<file path="src/verilog/dcache_pkg.sv">
package dcache_pkg;

	// width of a word address in bits
	localparam int ADDR_W = 16;
	localparam int NUM_SETS = 32;

	typedef logic [15:0] word_t;

	// word 0 sits in the low bits of the line
	typedef word_t [3:0] line_t;

	typedef logic [8:0] tag_t;
	typedef logic [4:0] index_t;
	typedef logic [1:0] offset_t;

	// cache view of a line address
	typedef struct packed {
		tag_t tag;
		index_t index;
	} line_addr_s;

	// memory reads the flat form and the cache reads tag and index
	typedef union packed {
		logic [13:0] flat;
		line_addr_s f;
	} line_addr_u;

endpackage

</file>
<file path="src/verilog/dcache_ways.sv">
`timescale 1ns/1ps

module dcache_ways (
	input logic clk,
	input logic rst,
	input dcache_pkg::index_t i_index,
	input logic i_way_we,
	input logic i_way_sel,
	input logic i_valid,
	input logic i_dirty,
	input dcache_pkg::tag_t i_tag,
	input dcache_pkg::line_t i_line,
	input logic i_lru_we,
	input logic i_lru,
	output logic o_valid0,
	output logic o_dirty0,
	output dcache_pkg::tag_t o_tag0,
	output dcache_pkg::line_t o_line0,
	output logic o_valid1,
	output logic o_dirty1,
	output dcache_pkg::tag_t o_tag1,
	output dcache_pkg::line_t o_line1,
	output logic o_lru
);
	import dcache_pkg::*;

	// bit [w] of each entry belongs to way w
	logic [1:0] valid_q [NUM_SETS];
	logic [1:0] dirty_q [NUM_SETS];
	tag_t tag_q [NUM_SETS][2];
	line_t line_q [NUM_SETS][2];

	// lru bit names the way to replace next
	logic [NUM_SETS-1:0] lru_q;

	always_ff @(posedge clk) begin
		if (rst) begin
			for (int s = 0; s < NUM_SETS; s++) begin
				valid_q[s] <= '0;
				dirty_q[s] <= '0;
			end
			lru_q <= '0;
		end else begin
			if (i_way_we) begin
				valid_q[i_index][i_way_sel] <= i_valid;
				dirty_q[i_index][i_way_sel] <= i_dirty;
			end
			if (i_lru_we) begin
				lru_q[i_index] <= i_lru;
			end
		end
	end

	// tag and data payload
	always_ff @(posedge clk) begin
		if (i_way_we) begin
			tag_q[i_index][i_way_sel] <= i_tag;
			line_q[i_index][i_way_sel] <= i_line;
		end
	end

	// zero-latency reads of the indexed set
	assign o_valid0 = valid_q[i_index][0];
	assign o_dirty0 = dirty_q[i_index][0];
	assign o_tag0 = tag_q[i_index][0];
	assign o_line0 = line_q[i_index][0];
	assign o_valid1 = valid_q[i_index][1];
	assign o_dirty1 = dirty_q[i_index][1];
	assign o_tag1 = tag_q[i_index][1];
	assign o_line1 = line_q[i_index][1];
	assign o_lru = lru_q[i_index];

	// an unknown way select would corrupt both ways of the set
	a_way_sel_known: assert property (@(posedge clk) disable iff (rst)
		i_way_we |-> !$isunknown(i_way_sel))
		else $error("way write with unknown way select");

endmodule

</file>
<file path="config.mk">
export PLATFORM = sky130hd
export DESIGN_NAME = dcache_ways
export DESIGN_NICKNAME = d
export VERILOG_FILES = /design/src/verilog/dcache_pkg.sv /design/src/verilog/dcache_ways.sv
export SDC_FILE = /design/constraint.sdc
export NUM_CORES = 2
export LEC_CHECK = 0
export BUFFER_PORTS_ARGS = -buffer_cell sky130_fd_sc_hd__clkbuf_2
export CORE_AREA = 2 2 577 579
export DETAILED_ROUTE_END_ITERATION = 12
export DIE_AREA = 0 0 579 581
export PLACE_DENSITY_LB_ADDON = 0.25
export SETUP_SLACK_MARGIN = 0.02
export SLEW_MARGIN = 40
export SYNTH_ARGS = -nofsm -noshare
export SYNTH_HDL_FRONTEND = slang
export SYNTH_MEMORY_MAX_BITS = 65536
export SYNTH_SLANG_ARGS = --single-unit
</file>
<file path="constraint.sdc">
create_clock -name clk -period 5.95 [get_ports clk]
set_input_delay 1.19 -clock clk [delete_from_list [all_inputs] [get_ports clk]]
set_output_delay 1.19 -clock clk [all_outputs]
set_load 0.02 [all_outputs]
</file>
Yosys cells after proc, flatten, opt, wreduce, memory -nomap -nowiden
Memories as Yosys holds them, arrays and structs flattened.
Cells that the tools add are included.
- multiplexer cells: 24
- order comparisons: 6
- bitwise gates (word level): 1
- reductions and logical operators: 5
- operators by type and width (operator ; number):
    two-way mux 128 bit ; 1
    demux 64 bit (select 1 bit) ; 1
    two-way mux 64 bit ; 1
    bitwise mux 32 bit ; 1
    two-way mux 18 bit ; 1
    two-way mux 2 bit ; 5
    two-way mux 5 bit ; 2
    demux 9 bit (select 1 bit) ; 1
    two-way mux 9 bit ; 1
    two-way mux 1 bit ; 7
    < comparator 5 x 6 -> 1 bit, second input constant ; 1
    binary-select mux 1 bit (select 5 bit) ; 1
    demux 1 bit (select 5 bit) ; 1
    >= comparator 5 x 1 -> 1 bit, second input constant ; 1
    OR reduction 2 bit ; 2
    logical AND 1 bit ; 3
    >= comparator 2 bit, second input constant ; 1
    < comparator 1 x 2 -> 1 bit, second input constant ; 1
    < comparator 2 x 1 -> 1 bit, second input constant ; 1
    NOT 1 -> 2 bit ; 1
    demux 1 bit (select 1 bit) ; 1
    >= comparator 1 bit, second input constant ; 1
- memories: 4
- memory bits (writable): 4800
- word-level logic and storage cells: 41
- register bits after elaboration: 32
- output and inout port bits: 151
- memories (name ; depth ; bits a word ; rd ports ; clocked after memory_dff ; write ports ; RTL line ; source):
    line_q ; 32 ; 128 ; 1 ; 0 ; 1 ; dcache_ways.sv:31 ; line_t line_q [NUM_SETS][2];
    tag_q ; 32 ; 18 ; 1 ; 0 ; 1 ; dcache_ways.sv:30 ; tag_t tag_q [NUM_SETS][2];
    dirty_q ; 32 ; 2 ; 1 ; 0 ; 32 ; dcache_ways.sv:29 ; logic [1:0] dirty_q [NUM_SETS];
    valid_q ; 32 ; 2 ; 1 ; 0 ; 32 ; dcache_ways.sv:28 ; logic [1:0] valid_q [NUM_SETS];

Depth between registers and ports, before layout
- depth in word-level cells: 7
- gate-level depth with buffers: 8
- gate-level depth less buffers: 5

Worst setup path after synthesis
OpenSTA, ideal clock, no wires.
- path type: input -> register
- start point: input i_index[3]
- end point: memory dirty_q[5][0] (enable)
- setup time: 309 ps
- cell stages on the path: 6
- arrival: 5679 ps
- data required time: 5641 ps
- buffers on the path: 2
- path slack: -38 ps
- cells stage by stage: buf_4 buf_2 nor3b_2 nand2_1 nor2_1 or2_2
- RTL lines (element ; RTL line ; source):
    from (decl) ; dcache_ways.sv:6 ; input dcache_pkg::index_t i_index,
    to (decl) ; dcache_ways.sv:29 ;

==> qor.csv <==
stage;metric;value;unit
worst_setup_path;startpoint;i_index[4];
worst_setup_path;r2r_cells;2;
logic_synthesis;synth-main-ff-cell;edfxtp_1;
cts;cts-htree-levels;5;
global_route;use_met2;0.464;
finish;layout_common_cells;4800 x edfxtp_1, 2448 x mux2i_1, 1208 x o22ai_1, 477 x clkbuf_16, 294 x nor4_1;
finish;syn_to_final_growth;13.3;%
drt;final_antenna_net_count;0;
global_route;grt_pass1_vias;97600;
worst_setup_path;crit_path_end;o_line1[26];
worst_setup_path;critPathRequiredTime;4.76;ns
die;row_count;211;
worst_setup_path;crit_arrival;4.24;ns
timing;whs;0.495;ns
logic_synthesis;synthSimpleGateAreaFrac;0.0234;
timing;finalSetupTns;0;ns
finish;final_nets;10600;
timing;rsz0062_at_grt;no;
logic_synthesis;ys_types;28;
logic_synthesis;synth_top_family_by_area;multiplexers;
logic_synthesis;syn-cell-area;184000;um2
finish;fill_cells;22300;
logic_synthesis;synth-xor-area-share;0;
worst_hold_path;hold_path_class;flop to flop;
worst_setup_path;reg2reg_from;lru_q[6]$_SDFFE_PP0P_;
flow_run;max-cap-violations;0;
logic_synthesis;ys.warnings.count;0;
global_route;grtUsageTotal;0.303;
global_route;grt_pass1_wl;720000;um
finish;ff_latch_area;145000;um2
die;die-height;581;um
power_and_ir_drop;p_per_area;333;nW/um2
drt;first_pass_iters;6;
placed_design;dp.cells;14400;
timing;finalSetupViolations;0;
logic_synthesis;synth_top_area_frac;0.782;
drt;avgRoutedWirePerCell;34.0;um
cts;clk_latency;1.00;ns
logic_synthesis;synth_seq_cells;4832;
timing;fin_crit;5.43;ns
cts;path_clk_slew;0.05;ns
timing;fin_worst_skew;0;ns
finish;multiInputGateArea;36900;um2
die;dieWidth;579;um
placed_design;placed_cell_area;194000;um2
die;num_io_pins;237;
logic_synthesis;synth_fa_ha_area_frac;0;
worst_setup_path;reg2reg_setup_slack;5.28;ns
logic_synthesis;ys_seq_area_frac;0.786;
timing;slew_headroom;0.377;
die;initial_utilization;0.559;
worst_setup_path;worstPathMaxFanout;28;
logic_synthesis;synth_area_leader_cell;edfxtp_1;
logic_synthesis;synth_compound_area_frac;0.0410;
drt;vias_per_cell;6.65;
worst_setup_path;worstSetupPathType;primary input to output pin;
worst_setup_path;start_kind;primary input;
drt;drc;0;
global_route;use_met1;0.439;
drt;vias;101000;
drt;drt-initial-drc-count;15100;
placed_design;post-dp-hpwl;279000;um
global_route;grt_antenna_before_repair;19;
die;fp.coreArea;330000;um2
finish;final_cells;15200;
global_route;grt_max_degree;124;
logic_synthesis;ys_top_cells_by_area;edfxtp_1 78%, mux2i_1 13%, o22ai_1 4.1%;
cts;cts_hold_buffers;0;
timing;fin_crit_sh;0.913;
cts;cts.repair.resized;0;
timing;fmaxAchievable;0.184;GHz
die;die-area;336000;um2
drt;totalWireLength;518000;um
outcome;status;completed;
finish;final_common_cell;edfxtp_1;
timing;worst_slew_pin_slew;0.926;ns
placed_design;gp_congestion;0.845;
finish;finalInstanceArea;209000;um2
global_route;grt.busiest_layer;met2;
cts;cts_buffers;463;
worst_hold_path;hold_start;lru_q[25]$_SDFFE_PP0P_;
timing;drv_slew;0;
finish;utilization;0.633;
logic_synthesis;synth_edf_count;4800;
cts;clock_tree.root_cell;clkbuf_16;
cts;cts.path.max_buffers;4;
power_and_ir_drop;vdd_drop_max;0.000290;V
cts;cts_setup_buffers;0;
worst_setup_path;end_kind;output pin;
logic_synthesis;syn_nets;10000;
cts;cts_tree;built;
finish;final_layout_size_suffix_gt1_frac;0.129;
power_and_ir_drop;power_leakage;72.7;nW
logic_synthesis;netlist_instances;9947;
logic_synthesis;synth_mux_area_frac;0.133;
worst_setup_path;r2r_end;lru_q[6]$_SDFFE_PP0P_;
logic_synthesis;syn_avg_cell_area;18.5;um2
placed_design;io_buffers;236;
global_route;gr-usage-met3;0.0609;
cts;cts.sinks;4832;
logic_synthesis;ys_async_sr_fraction;0;
global_route;overflow;0;
timing;hold_viol;0;
report_power, final:
| group | switching, W | internal, W | total (W) |
|---|---|---|---|
| Clock | 0.0124 | 0.0161 | 0.0285 |
| Sequential | 0.0000684 | 0.0377 | 0.0378 |
| Combinational | 0.00233 | 0.00103 | 0.00337 |
routing by layer:
layer  vias to the layer above  part of all wire
li1                      41400                 -
met1                     52200              0.39
met2                      6435              0.46
met3                      1006              0.12
met4                        16             0.036
met5                         -           0.00029
per-stage QoR:
stage / total power, W / setup slack [ns]
6_report: 0.0696 / 0.516
3_5_place_dp: 0.0418 / 0.619
4_1_cts: 0.0697 / 0.610
3_3_place_gp: 0.0417 / 0.643
2_1_floorplan: 0.0403 / -0.0379
5_1_grt: 0.0713 / 0.552
critical path: stages:
cell	delay, ns
clkbuf_2	0.53
or4b_4	0.82
buf_12	0.32
o22ai_1	0.12
nor4_1	0.75
nand2_1	0.25
clkbuf_2	0.22
cell families (layout without fill, tap and decap cells):
logic type | Yosys count | count (layout)
DFF | 4832 | 4832
muxes | 2448 | 2448
buffers and inverters | 619 | 1514
other | 0 | 8
and+or+nand+nor | 840 | 840
AOI/OAI and AO/OA | 1208 | 1208
state kept, by name (all words and copies together) (netlist names):
signal and cells:
dirty_q 64, line_q 4096, lru_q 32, tag_q 576, valid_q 64
cell type report:
type | instances | share of cell area
well taps | 4366 | 0.0262
flip-flops and latches | 4832 | 0.694
clock inverters | 260 | 0.0108
diodes | 8 | 0.0000959
clock buffers | 577 | 0.0590
inverters | 24 | 0.00104
multi-input cells | 4496 | 0.177
repair buffers | 653 | 0.0328
synthesized netlist by cell type, types with 2 or more instances:
library cell	count
and2_1	4
and3b_1	3
buf_1	13
buf_2	374
buf_4	6
buf_6	34
clkbuf_1	168
dfxtp_1	32
edfxtp_1	4800
inv_1	24
mux2i_1	2448
nand2_1	187
nand2b_1	26
nand3_1	48
nand4b_1	4
nand4bb_1	6
nor2_1	201
nor2b_1	3
nor3b_1	2
nor4_1	302
o22ai_1	1208
or2_2	45
or4b_1	4
worst min path at each step:
stage | endpoint | slack [ns] | cells past startpoint
6_report | lru_q[25]$_SDFFE_PP0P_ | 0.50 | 2
3_5_place_dp | lru_q[20]$_SDFFE_PP0P_ | 0.48 | 2
5_1_grt | lru_q[25]$_SDFFE_PP0P_ | 0.53 | 2
3_3_place_gp | lru_q[17]$_SDFFE_PP0P_ | 0.47 | 2
2_1_floorplan | lru_q[25]$_SDFFE_PP0P_ | 0.46 | 2
4_1_cts | lru_q[16]$_SDFFE_PP0P_ | 0.50 | 2
(Power assumes the default switching activity.)
