==> config.mk <==
export PLATFORM = sky130hd
export DESIGN_NAME = dcache_ctrl_flat
export DESIGN_NICKNAME = d
export VERILOG_FILES = /design/src/verilog/dcache_pkg.sv /design/src/verilog/mem_bus_if.sv /design/src/verilog/dcache_ctrl.sv /design/src/flat_wrapper.sv
export SDC_FILE = /design/constraint.sdc
export NUM_CORES = 1
export LEC_CHECK = 0
export BUFFER_PORTS_ARGS = -buffer_cell sky130_fd_sc_hd__buf_4
export CAP_MARGIN = 20
export CORE_AREA = 2 2 170 172
export CTS_BUF_LIST = sky130_fd_sc_hd__clkbuf_16
export CTS_CLUSTER_DIAMETER = 60
export DETAILED_ROUTE_END_ITERATION = 8
export DIE_AREA = 0 0 172 174
export GPL_TIMING_DRIVEN = 1
export PLACE_DENSITY = 0.4
export SETUP_SLACK_MARGIN = 0.5
export SLEW_MARGIN = 40
export SYNTH_ARGS = -nofsm -noshare
export SYNTH_HDL_FRONTEND = slang
export SYNTH_SLANG_ARGS = --single-unit
==> constraint.sdc <==
create_clock -name clk -period 2.3 [get_ports clk]
set_input_delay 0.46 -clock clk [delete_from_list [all_inputs] [get_ports clk]]
set_output_delay 0.46 -clock clk [all_outputs]
set_load 0.02 [all_outputs]
==> src/verilog/dcache_pkg.sv <==
package dcache_pkg;

	// width of a word address in bits
	localparam int ADDR_W = 16;
	localparam int NUM_SETS = 32;

	typedef logic [15:0] word_t;

	// word 0 sits in the low bits of the line
	typedef word_t [3:0] line_t;

	typedef logic [8:0] tag_t;
	typedef logic [4:0] index_t;
	typedef logic [1:0] offset_t;

	// cache view of a line address
	typedef struct packed {
		tag_t tag;
		index_t index;
	} line_addr_s;

	// memory reads the flat form and the cache reads tag and index
	typedef union packed {
		logic [13:0] flat;
		line_addr_s f;
	} line_addr_u;

endpackage

==> src/verilog/mem_bus_if.sv <==
`timescale 1ns/1ps

interface mem_bus_if;
	import dcache_pkg::*;

	// request levels held until rdy returns high
	logic o_re;
	logic o_we;
	line_addr_u addr;
	line_t wdata;

	// memory side
	line_t rdata;
	logic rdy;

	modport ctrl (
		output o_re,
		output o_we,
		output addr,
		output wdata,
		input rdata,
		input rdy
	);

	modport mem (
		input o_re,
		input o_we,
		input addr,
		input wdata,
		output rdata,
		output rdy
	);

endinterface

==> src/verilog/dcache_ctrl.sv <==
`timescale 1ns/1ps

module dcache_ctrl (
	input logic clk,
	input logic rst,
	input logic [dcache_pkg::ADDR_W-1:0] i_addr,
	input logic i_re,
	input logic i_we,
	input dcache_pkg::word_t i_wdata,
	output dcache_pkg::word_t o_rdata,
	output logic o_hit,
	output dcache_pkg::index_t o_index,
	output logic o_way_we,
	output logic o_way_sel,
	output logic o_valid,
	output logic o_dirty,
	output dcache_pkg::tag_t o_tag,
	output dcache_pkg::line_t o_line,
	output logic o_lru_we,
	output logic o_lru,
	input logic i_valid0,
	input logic i_dirty0,
	input dcache_pkg::tag_t i_tag0,
	input dcache_pkg::line_t i_line0,
	input logic i_valid1,
	input logic i_dirty1,
	input dcache_pkg::tag_t i_tag1,
	input dcache_pkg::line_t i_line1,
	input logic i_lru,
	mem_bus_if.ctrl bus
);
	import dcache_pkg::*;

	typedef enum logic [1:0] {
		ST_NORMAL,
		ST_EVICT,
		ST_FETCH,
		ST_SPIN
	} state_t;

	state_t state, next_state;

	line_addr_u req_la;
	line_addr_u vic_la;
	offset_t off;
	logic req;
	logic hit0, hit1, hit, hit_way;
	line_t hit_line;
	line_t merge_line;
	logic vic_way;
	logic vic_dirty;
	tag_t vic_tag;
	line_t vic_line;

	// split the request address
	assign req_la = i_addr[ADDR_W-1:2];
	assign off = i_addr[1:0];
	assign o_index = req_la.f.index;
	assign req = i_re || i_we;

	// tag compare against both ways
	assign hit0 = i_valid0 && (i_tag0 == req_la.f.tag);
	assign hit1 = i_valid1 && (i_tag1 == req_la.f.tag);
	assign hit = hit0 || hit1;
	assign hit_way = hit1;
	assign hit_line = hit_way ? i_line1 : i_line0;

	// read word and write merge
	assign o_rdata = hit_line[off];

	always_comb begin
		merge_line = hit_line;
		merge_line[off] = i_wdata;
	end

	// fill an empty way first, else replace the lru way
	assign vic_way = !i_valid0 ? 1'b0 : (!i_valid1 ? 1'b1 : i_lru);
	assign vic_dirty = vic_way ? (i_valid1 && i_dirty1) : (i_valid0 && i_dirty0);
	assign vic_tag = vic_way ? i_tag1 : i_tag0;
	assign vic_line = vic_way ? i_line1 : i_line0;

	always_comb begin
		vic_la.f.tag = vic_tag;
		vic_la.f.index = req_la.f.index;
	end

	always_ff @(posedge clk) begin
		if (rst) begin
			state <= ST_NORMAL;
		end else begin
			state <= next_state;
		end
	end

	always_comb begin
		next_state = state;
		o_hit = 1'b0;
		o_way_we = 1'b0;
		o_way_sel = hit_way;
		o_valid = 1'b1;
		o_dirty = 1'b1;
		o_tag = req_la.f.tag;
		o_line = merge_line;
		o_lru_we = 1'b0;
		o_lru = ~hit_way;
		bus.o_re = 1'b0;
		bus.o_we = 1'b0;
		bus.addr = req_la;
		bus.wdata = vic_line;

		case (state)
			ST_NORMAL: begin
				if (!req) begin
					o_hit = 1'b1;
				end else if (hit) begin
					o_hit = 1'b1;
					o_lru_we = 1'b1;
					// write hit stores the merged line dirty, then spins
					if (i_we) begin
						o_way_we = 1'b1;
						next_state = ST_SPIN;
					end
				end else if (vic_dirty) begin
					bus.o_we = 1'b1;
					bus.addr = vic_la;
					next_state = ST_EVICT;
				end else begin
					bus.o_re = 1'b1;
					next_state = ST_FETCH;
				end
			end

			// write the dirty victim back
			ST_EVICT: begin
				if (!bus.rdy) begin
					bus.o_we = 1'b1;
					bus.addr = vic_la;
				end else begin
					bus.o_re = 1'b1;
					next_state = ST_FETCH;
				end
			end

			// read the missing line and install it clean
			ST_FETCH: begin
				if (!bus.rdy) begin
					bus.o_re = 1'b1;
				end else begin
					o_way_we = 1'b1;
					o_way_sel = vic_way;
					o_dirty = 1'b0;
					o_line = bus.rdata;
					o_lru_we = 1'b1;
					o_lru = ~vic_way;
					next_state = ST_NORMAL;
				end
			end

			default: begin
				next_state = ST_NORMAL;
			end
		endcase
	end

	a_req_exclusive: assert property (@(posedge clk) disable iff (rst)
		!(bus.o_re && bus.o_we))
		else $error("memory read and write requested together");

	// memory samples the address over the whole access
	a_addr_stable: assert property (@(posedge clk) disable iff (rst)
		!bus.rdy |-> $stable(bus.addr))
		else $error("memory address changed while busy");

endmodule

==> src/flat_wrapper.sv <==
// flat-port wrapper written by rule: the top's interface ports become plain ports
module dcache_ctrl_flat import dcache_pkg::*;
  (clk, rst, i_addr, i_re, i_we, i_wdata, o_rdata, o_hit, o_index, o_way_we, o_way_sel, o_valid, o_dirty, o_tag, o_line, o_lru_we, o_lru, i_valid0, i_dirty0, i_tag0, i_line0, i_valid1, i_dirty1, i_tag1, i_line1, i_lru, bus_o_re, bus_o_we, bus_addr, bus_wdata, bus_rdata, bus_rdy);
  mem_bus_if bus_i ();
  input logic clk;
  input logic rst;
  input logic [dcache_pkg::ADDR_W-1:0] i_addr;
  input logic i_re;
  input logic i_we;
  input dcache_pkg::word_t i_wdata;
  output dcache_pkg::word_t o_rdata;
  output logic o_hit;
  output dcache_pkg::index_t o_index;
  output logic o_way_we;
  output logic o_way_sel;
  output logic o_valid;
  output logic o_dirty;
  output dcache_pkg::tag_t o_tag;
  output dcache_pkg::line_t o_line;
  output logic o_lru_we;
  output logic o_lru;
  input logic i_valid0;
  input logic i_dirty0;
  input dcache_pkg::tag_t i_tag0;
  input dcache_pkg::line_t i_line0;
  input logic i_valid1;
  input logic i_dirty1;
  input dcache_pkg::tag_t i_tag1;
  input dcache_pkg::line_t i_line1;
  input logic i_lru;
  output wire logic [$bits(bus_i.o_re)-1:0] bus_o_re;
  output wire logic [$bits(bus_i.o_we)-1:0] bus_o_we;
  output wire logic [$bits(bus_i.addr)-1:0] bus_addr;
  output wire logic [$bits(bus_i.wdata)-1:0] bus_wdata;
  input wire logic [$bits(bus_i.rdata)-1:0] bus_rdata;
  input wire logic [$bits(bus_i.rdy)-1:0] bus_rdy;
  assign bus_o_re = bus_i.o_re;
  assign bus_o_we = bus_i.o_we;
  assign bus_addr = bus_i.addr;
  assign bus_wdata = bus_i.wdata;
  assign bus_i.rdata = bus_rdata;
  assign bus_i.rdy = bus_rdy;
  dcache_ctrl u_core (.clk(clk), .rst(rst), .i_addr(i_addr), .i_re(i_re), .i_we(i_we), .i_wdata(i_wdata), .o_rdata(o_rdata), .o_hit(o_hit), .o_index(o_index), .o_way_we(o_way_we), .o_way_sel(o_way_sel), .o_valid(o_valid), .o_dirty(o_dirty), .o_tag(o_tag), .o_line(o_line), .o_lru_we(o_lru_we), .o_lru(o_lru), .i_valid0(i_valid0), .i_dirty0(i_dirty0), .i_tag0(i_tag0), .i_line0(i_line0), .i_valid1(i_valid1), .i_dirty1(i_dirty1), .i_tag1(i_tag1), .i_line1(i_line1), .i_lru(i_lru), .bus(bus_i));
endmodule
== Yosys cells after proc, flatten, opt, wreduce, memory -nomap -nowiden ==
Index checks and enable logic that the tools add are counted.

* Output and inout port bits: 181
* Word-level logic and storage cells: 71
* Bits of input ports: 252
* Register bits after elaboration: 2

* Reduce and logical (&&, ||, !) cells: 9
* Eq/ne operators: 8
* $lt $le $gt $ge: 2
* Bitwise logic cells: 2
* Mux-type cells: 49

{| class="wikitable"
|+ Operators with widths
! operator !! number
|-
| 64-bit two-way mux || 4
|-
| 64-bit bitwise mux || 1
|-
| 14-bit two-way mux || 4
|-
| 16-bit binary-select mux with 2-bit select || 1
|-
| 16-bit demux with 2-bit select || 1
|-
| 16-bit two-way mux || 2
|-
| 14-bit one-hot mux with 2 select lines || 1
|-
| 1-bit two-way mux || 23
|-
| 9-bit == test || 2
|-
| 2-bit two-way mux || 6
|-
| 9-bit two-way mux || 1
|-
| 1-bit one-hot mux with 2 select lines || 3
|-
| 2-bit one-hot mux with 3 select lines || 1
|-
| 1-bit logical AND || 5
|-
| 2-bit inequality test, second input constant || 2
|-
| 4-bit AND reduction || 1
|-
| 2-bit by 3-bit < comparator with 1-bit output, second input constant || 1
|-
| 3-bit inequality test, second input constant || 1
|-
| 1-bit one-hot mux with 3 select lines || 1
|-
| 2-bit by 1-bit == test with 1-bit output, second input constant || 1
|-
| 2-bit == test, second input constant || 1
|-
| 2-bit by 1-bit >= comparator with 1-bit output, second input constant || 1
|-
| 2-bit logical NOT || 1
|-
| 1-bit logical OR || 2
|-
| 2 further kinds || 3
|}

== Depth between registers and ports, before layout ==
Gate-level depths: netlist of the first run.

* Word-level depth: 7
* Depth in mapped cells: 8
* Mapped depth without buffers: 7

== Worst setup path before layout of the first run ==
Ideal clock, no wire load.

* Kind: input to output
* Start point: input port i_tag1[3]
* End point: output port o_rdata[0]
* Required time: 1,840 ps
* Cell stages on the path: 7
* Arrival: 2,252 ps
* Slack: -412 ps
* Path buffers: 2
* Cells stage by stage: xnor2_1 nand4_1 nor4_4 buf_6 buf_6 mux2i_1 a221oi_1

* Longest elaborated chain between the ends: 5

{| class="wikitable"
|+ Ends and longest elaborated chain
! item !! line !! source
|-
| from (decl) || flat_wrapper.sv:28 || <nowiki>input dcache_pkg::tag_t i_tag1;</nowiki>
|-
| 9-bit == test || dcache_ctrl.sv:63 || <nowiki>assign hit1 = i_valid1 && (i_tag1 == req_la.f.tag);</nowiki>
|-
| 1-bit logical AND || dcache_ctrl.sv:63 ||
|-
| 64-bit two-way mux || dcache_ctrl.sv:66 || <nowiki>assign hit_line = hit_way ? i_line1 : i_line0;</nowiki>
|-
| 16-bit binary-select mux with 2-bit select || dcache_ctrl.sv:69 || <nowiki>assign o_rdata = hit_line[off];</nowiki>
|-
| 16-bit two-way mux (not written as such) || dcache_ctrl.sv:69 ||
|-
| to (decl) || flat_wrapper.sv:11 || <nowiki>output dcache_pkg::word_t o_rdata;</nowiki>
|}

No other way between the ends. The select of a mux whose other input is x is not followed.

==> results of run 1 <==
-- stage by stage --
stage / instances / hold WS (ns) / power [uW] / worst slack [ns]
after global routing: 1366 / 0.424 / 3200 / -0.769
after global placement: 1331 / 0.589 / 2440 / -0.818
final: 1367 / 0.424 / 3030 / -0.710
after CTS: 1349 / 0.422 / 2910 / -0.711
after detailed placement: 1331 / 0.592 / 2430 / -0.778
after floorplan: 514 / 0.529 / 1250 / -0.244
-- Yosys cell counts (all sizes together) --
library cell  number
mux2              82
o21ai             67
a21oi             66
mux2i             65
a21o              64
clkbuf            40
buf               31
xnor2             17
a221oi            16
a22o              16
nor2               8
nand2              7
inv                5
nand4              4
nand2b             3
nor3               3
dfxtp              2
nand3              2
nor2b              2
o211ai             2
a31oi              1
and2               1
and3b              1
conb               1
nor4               1
o22ai              1
o2bb2ai            1
o311a              1
o311ai             1
o31a               1
or2                1
xor2               1
-- layer usage --
| metal | global-route usage (%) | vias to the layer above | part of all wire [%] |
|---|---|---|---|
| met5 | 0 | - | 0 |
| met4 | 2.66 | 0 | 1.6 |
| met3 | 1.87 | 30 | 5.4 |
| met2 | 31.3 | 243 | 48 |
| met1 | 25.2 | 2846 | 45 |
| li1 | - | 2895 | - |
-- cell families after synthesis --
logic type / count (synthesis) / share of synthesized area (%)
AOI/OAI and AO/OA: 237 / 39.3
buffers and inverters: 76 / 10.3
xor gates and xnor gates: 18 / 4.07
and+or+nand+nor: 33 / 4.65
DFF: 2 / 1.03
muxes: 147 / 40.6
other: 1 / 0.0967
-- timing repair --
item / 4_1_cts / 5_1_grt
buffers inserted: 11 / 13
pin swaps: 1 / 21
cloned: 4 / 4
resized for setup: 136 / 122
endpoints found under the setup margin: 163 / 163
-- power by group --
part	total, uW	internal [uW]	switching (uW)
clock	261	221	39.7
combinational	2730	1410	1310
sequential	44.1	38.0	6.09
total	3030	1670	1360
-- cell type report --
class / count / area (sq um)
Antenna cell: 1 / 2.50
Clock buffer: 3 / 75.1
Fill cell: 3027 / 18200
Inverter: 5 / 31.3
Multi-Input combinational cell: 436 / 4440
Sequential cell: 2 / 47.5
Tap cell: 384 / 480
Timing Repair Buffer: 536 / 4930
-- how the worst max path moves through the flow --
stage / depth (start not counted) / slack (ns) / from / end
after CTS: 10 / -0.71 / i_tag1[6] / o_line[14]
final: 12 / -0.71 / i_tag1[6] / o_line[12]
after global routing: 12 / -0.77 / i_tag1[6] / o_line[12]
after detailed placement: 10 / -0.78 / i_tag1[6] / o_line[15]
after global placement: 10 / -0.82 / i_tag1[6] / o_line[15]
after floorplan: 8 / -0.24 / i_tag1[6] / o_line[21]
-- layout by cell type, fill, tap and decap left out, drive strengths merged, types with 2 or more instances in the layout --
cell	instances
nand2	7
nand3	2
nand2b	3
xnor2	17
a21o	64
nor2b	2
nand4	4
inv	4
clkbuf	7
a221oi	16
nor3	3
buf	532
mux2	82
dfxtp	2
a22o	16
nor2	8
mux2i	65
a21oi	66
o211ai	2
o21ai	67
==> results.yml, run 1 <==
worst_setup_path:
  cp.arrival_ns: 2.55
  r2r_setup_slack_ns: 0.77
  critPathMaxStageDelay_ns: 0.38
  start_kind: "input pin"
  cp_max_fo: 7
  cp_cell_sequence: "buf_8, xnor2_4, nand4_1, nor4_4, buf_4, clkbuf_16, buf_4, buf_6, mux2i_4, a21oi_2, a21o_1, buf_6"
  r2r-end: "u_core.state[0]$_SDFFE_PP0P_"
  crit_type: "input pin to output pin"
  worst-r2r-cell-count: 6
  endpoint_kind: "output pin"
  r2r-start: "u_core.state[1]$_SDFFE_PP0P_"
  critPathSlowestCell: "nor4_4"
  crit_family: "buffers and inverters"
  critPathRequiredTime_ns: 1.84
  path_buf_inv: 6
synth:
  ys_ff_latch: 2
  synthTopCellsByArea: "mux2_2, mux2i_1, a21o_1"
  synth_top_area_share_pct: 21.2
  synth-seq-area-share_pct: 1.03
  syn_inst: 514
  yosysWarnings: 0
  yosys.area.top_type: "mux2_2"
  avgSynthCellArea_sq_um: 7.54
  synth.distinct_cells: 38
  syn_nets: 766
  syn-cell-area_sq_um: 3880
status:
  violations: "setup timing"
  status: "finished, violations left"
pwr:
  vdd_drop_max_uv: 220
  static-leakage-power_uw: 0.00483
  powerDensity_nw_per_um2: 303
timing:
  fin_tns_setup_ns: -55.64
  finClkSkew_ns: 0.00111
  period_share_pct: 131
  max_freq_ghz: 0.332
  max_slew_margin_pct: 61.7
  period_minus_slack_ns: 3.01
  rsz0062_at_grt: "true"
  slew_violations: 0
  setup_viol: 96
  finalHoldViolations: 0
  worstMarginPinSlew_ns: 0.574
  setup_ws_ns: -0.710
hold_path:
  hold_start: "rst"
  holdPathEnd: "u_core.state[0]$_SDFFE_PP0P_"
  hold_path_class: "input pin to flip-flop"
  hold_depth: 2
global_routing:
  grt_max_degree: 65
  gr-total-overflow: 0
  antenna_found_initial: 0
  grt_pass1_vias: 6013
  grt_pass1_wl_mm: 40.2
  grt_usage_pct: 18.3
cts:
  htreeDepth: 1
  path_clk_slew_ns: 0.03
  clockBufferDepth: 2
  clk-insertion-delay-late_ns: 0.22
  clock-root-buffer: "clkbuf_16"
  cts_tree: "yes"
  cts_sinks: 2
  hold_buffers: 0
  cts_buffers: 3
floorplan:
  die-area_sq_um: 29900
  initial_core_util_pct: 13.7
  boundaryPins: 433
  die_x_um: 172
  core-area_sq_um: 28200
  fp.dieH_um: 174
  rows: 62
layout:
  postLayoutCellArea_sq_um: 10000
  reg_top3: "u_core.state: 2 flops"
  largest_register_ffs: 2
  top_register: "u_core.state"
  drive_gt1_share_pct: 76.6
  area_delta_synth_final_pct: 158
  nets: 1236
  fin_util_pct: 35.4
routing:
  routedWlPerCell_um: 21.8
  drt_wl_total_mm: 29.8
  vias_per_cell: 4.40
  drc: 0
  via_count: 6014
  ant_nets: 0
  drtIter0Drc: 190
  drt_pass1_iterations: 4
placement:
  placed_area_sq_um: 8340
  place_hpwl_mm: 24.0
  place.gp.congestion: 0.818
  io_buffers: 416
flow_run:
  max_cap_violations: 0
Power figures use the tool's default switching activity.
==> run 2, diff against run 1 <==
--- a/config.mk
+++ b/config.mk
@@ -7,13 +7,15 @@
 export LEC_CHECK = 0
 export BUFFER_PORTS_ARGS = -buffer_cell sky130_fd_sc_hd__buf_4
 export CAP_MARGIN = 20
-export CORE_AREA = 2 2 170 172
+export CELL_PAD_IN_SITES_DETAIL_PLACEMENT = 1
+export CELL_PAD_IN_SITES_GLOBAL_PLACEMENT = 1
+export CORE_AREA = 2 2 167 169
 export CTS_BUF_LIST = sky130_fd_sc_hd__clkbuf_16
 export CTS_CLUSTER_DIAMETER = 60
 export DETAILED_ROUTE_END_ITERATION = 8
-export DIE_AREA = 0 0 172 174
+export DIE_AREA = 0 0 169 171
 export GPL_TIMING_DRIVEN = 1
-export PLACE_DENSITY = 0.4
+export PLACE_DENSITY = 0.57
 export SETUP_SLACK_MARGIN = 0.5
 export SLEW_MARGIN = 40
 export SYNTH_ARGS = -nofsm -noshare
==> constraint.sdc (replaced) <==
create_clock -name clk -period 3.4 [get_ports clk]
set_input_delay 0.68 -clock clk [delete_from_list [all_inputs] [get_ports clk]]
set_output_delay 0.68 -clock clk [all_outputs]
set_load 0.02 [all_outputs]
==> results.yml, run 2 (synthesized netlist as in run 1, its figures left out) <==
layout:
  final_cell_mix: "buf_4, buf_6, mux2_2, o21ai_0, a21o_1"
  fill_cells: 3121
  multi_input_area_sq_um: 4690
  postLayoutCellArea_sq_um: 9830
  top_register: "u_core.state"
  fin_util_pct: 36.0
  layout_commonest_cell: "buf_4"
  drive_gt1_share_pct: 79.8
  regArea_sq_um: 40.0
  nets: 1219
  largest_register_ffs: 2
  reg_top3: "u_core.state: 2 flops"
  area_delta_synth_final_pct: 154
worst_setup_path:
  cp_max_fo: 7
  worst_path_most_repeated_cell: "buf_4"
  crit_type: "input pin to output pin"
  path_buf_inv: 5
  critPathRequiredTime_ns: 2.72
  endpoint_kind: "output pin"
  start_kind: "input pin"
  cp.arrival_ns: 2.75
  crit_family: "buffers and inverters"
  critPathMaxStageDelay_ns: 0.33
  cp_cell_sequence: "buf_4, xnor2_2, nand4_1, nor4_4, buf_4, buf_12, buf_12, mux2i_2, a22o_1, a221oi_2, buf_4"
  critPathSlowestCell: "nor4_4"
floorplan:
  fp.dieH_um: 171
  boundaryPins: 433
  core-area_sq_um: 27300
  die-area_sq_um: 28900
  die_x_um: 169
  initial_core_util_pct: 14.2
  rows: 61
pwr:
  power.total_uw: 2000
  vdd_drop_max_uv: 118
  powerDensity_nw_per_um2: 204
  static-leakage-power_uw: 0.00444
timing:
  fin_hold_ws_ns: 0.629
  setup_ws_ns: -0.0260
  period_share_pct: 101
  finClkSkew_ns: 0.00204
  finalHoldViolations: 0
  setup_viol: 4
  max_freq_ghz: 0.292
  max_slew_margin_pct: 45.3
  period_minus_slack_ns: 3.43
  rsz0062_at_grt: "true"
  worstMarginPinSlew_ns: 0.821
  slew_violations: 0
placement:
  io_buffers: 416
  place_hpwl_mm: 23.9
  placed_area_sq_um: 7840
  pre_cts_ws_ns: -0.169
  place.gp.congestion: 0.832
routing:
  drt_pass1_iterations: 4
  vias_per_cell: 4.65
  drtIter0Drc: 234
  routedWlPerCell_um: 23.6
  ant_nets: 0
  via_count: 6101
  drc: 0
  drt_wl_total_mm: 31.0
cts:
  hold_buffers: 0
  htreeDepth: 1
  clock-root-buffer: "clkbuf_16"
  clockBufferDepth: 2
  cts_sinks: 2
  path_clk_slew_ns: 0.03
  cts_tree: "yes"
  clk-insertion-delay-late_ns: 0.22
  cts_buffers: 3
global_routing:
  grt_pass1_vias: 6407
  antenna_found_initial: 0
  grt_max_degree: 65
  grt_pass1_wl_mm: 42.2
  gr-total-overflow: 0
  grt_usage_pct: 19.5
flow_run:
  max_cap_violations: 0
hold_path:
  hold_path_class: "flip-flop to flip-flop"
status:
  status: "finished, violations left"
  violations: "setup timing"
-- run 2: cell types whose count changed in the layout (fill, tap and decap cells not counted), sizes merged --
cell,before,now
buf,532,517
clkbuf,7,5
clkinv,1,0
inv,4,5
-- run 2: path summary, 6_finish.rpt --
check	depth (start not counted)	end	slack, ns	start
setup / recovery	11	o_rdata[3]	-0.03	i_addr[15]
hold / removal	2	u_core.state[1]$_SDFFE_PP0P_	0.63	u_core.state[1]$_SDFFE_PP0P_
setup reg to reg	7	u_core.state[0]$_SDFFE_PP0P_	1.46	u_core.state[1]$_SDFFE_PP0P_
hold reg to reg	2	u_core.state[1]$_SDFFE_PP0P_	0.63	u_core.state[1]$_SDFFE_PP0P_
-- run 2: tightest hold or removal path: cells and delay by family (launching register included) --
kind	cells	cell delay, ns
compound gates	1	0.08
simple gates	1	0.12
flops	1	0.37
-- run 2: final cells by class --
type	count	area share, %
multi-input cells	436	47.7
repair buffers	519	46.5
well taps	346	4.40
clock buffers	3	0.764
flip-flops and latches	2	0.407
inverters	5	0.216
diodes	1	0.0255
-- run 2: what timing repair did --
action,in CTS,in global routing
setup buffers,15,15
pin swaps,46,41
resized for setup,220,94
setup endpoints to repair,96,116
cloned,4,2
-- run 2: stage by stage --
step | instances | setup TNS [ns]
after CTS | 1294 | -0.0383
final | 1312 | -0.0321
after global routing | 1311 | -1.81
after floorplan | 514 | 0
after global placement | 1272 | -1.11
after detailed placement | 1272 | -1.79
-- run 2: per-layer routing --
| metal | part of all wire [%] | track usage, % | routed length (um) | vias up |
|---|---|---|---|---|
| li1 | - | - | - | 2855 |
| met1 | 43 | 26.0 | 13300 | 2990 |
| met2 | 50 | 34.4 | 15600 | 234 |
| met3 | 6.0 | 2.45 | 1870 | 22 |
| met4 | 0.97 | 2.86 | 300 | 0 |
| met5 | 0 | 0 | 0 | - |
-- run 2: report_power, final --
group	switching [uW]	internal, uW	total (uW)
clock	31.1	150	181
sequential	4.31	25.7	30.0
combinational	904	888	1790
total	940	1060	2000
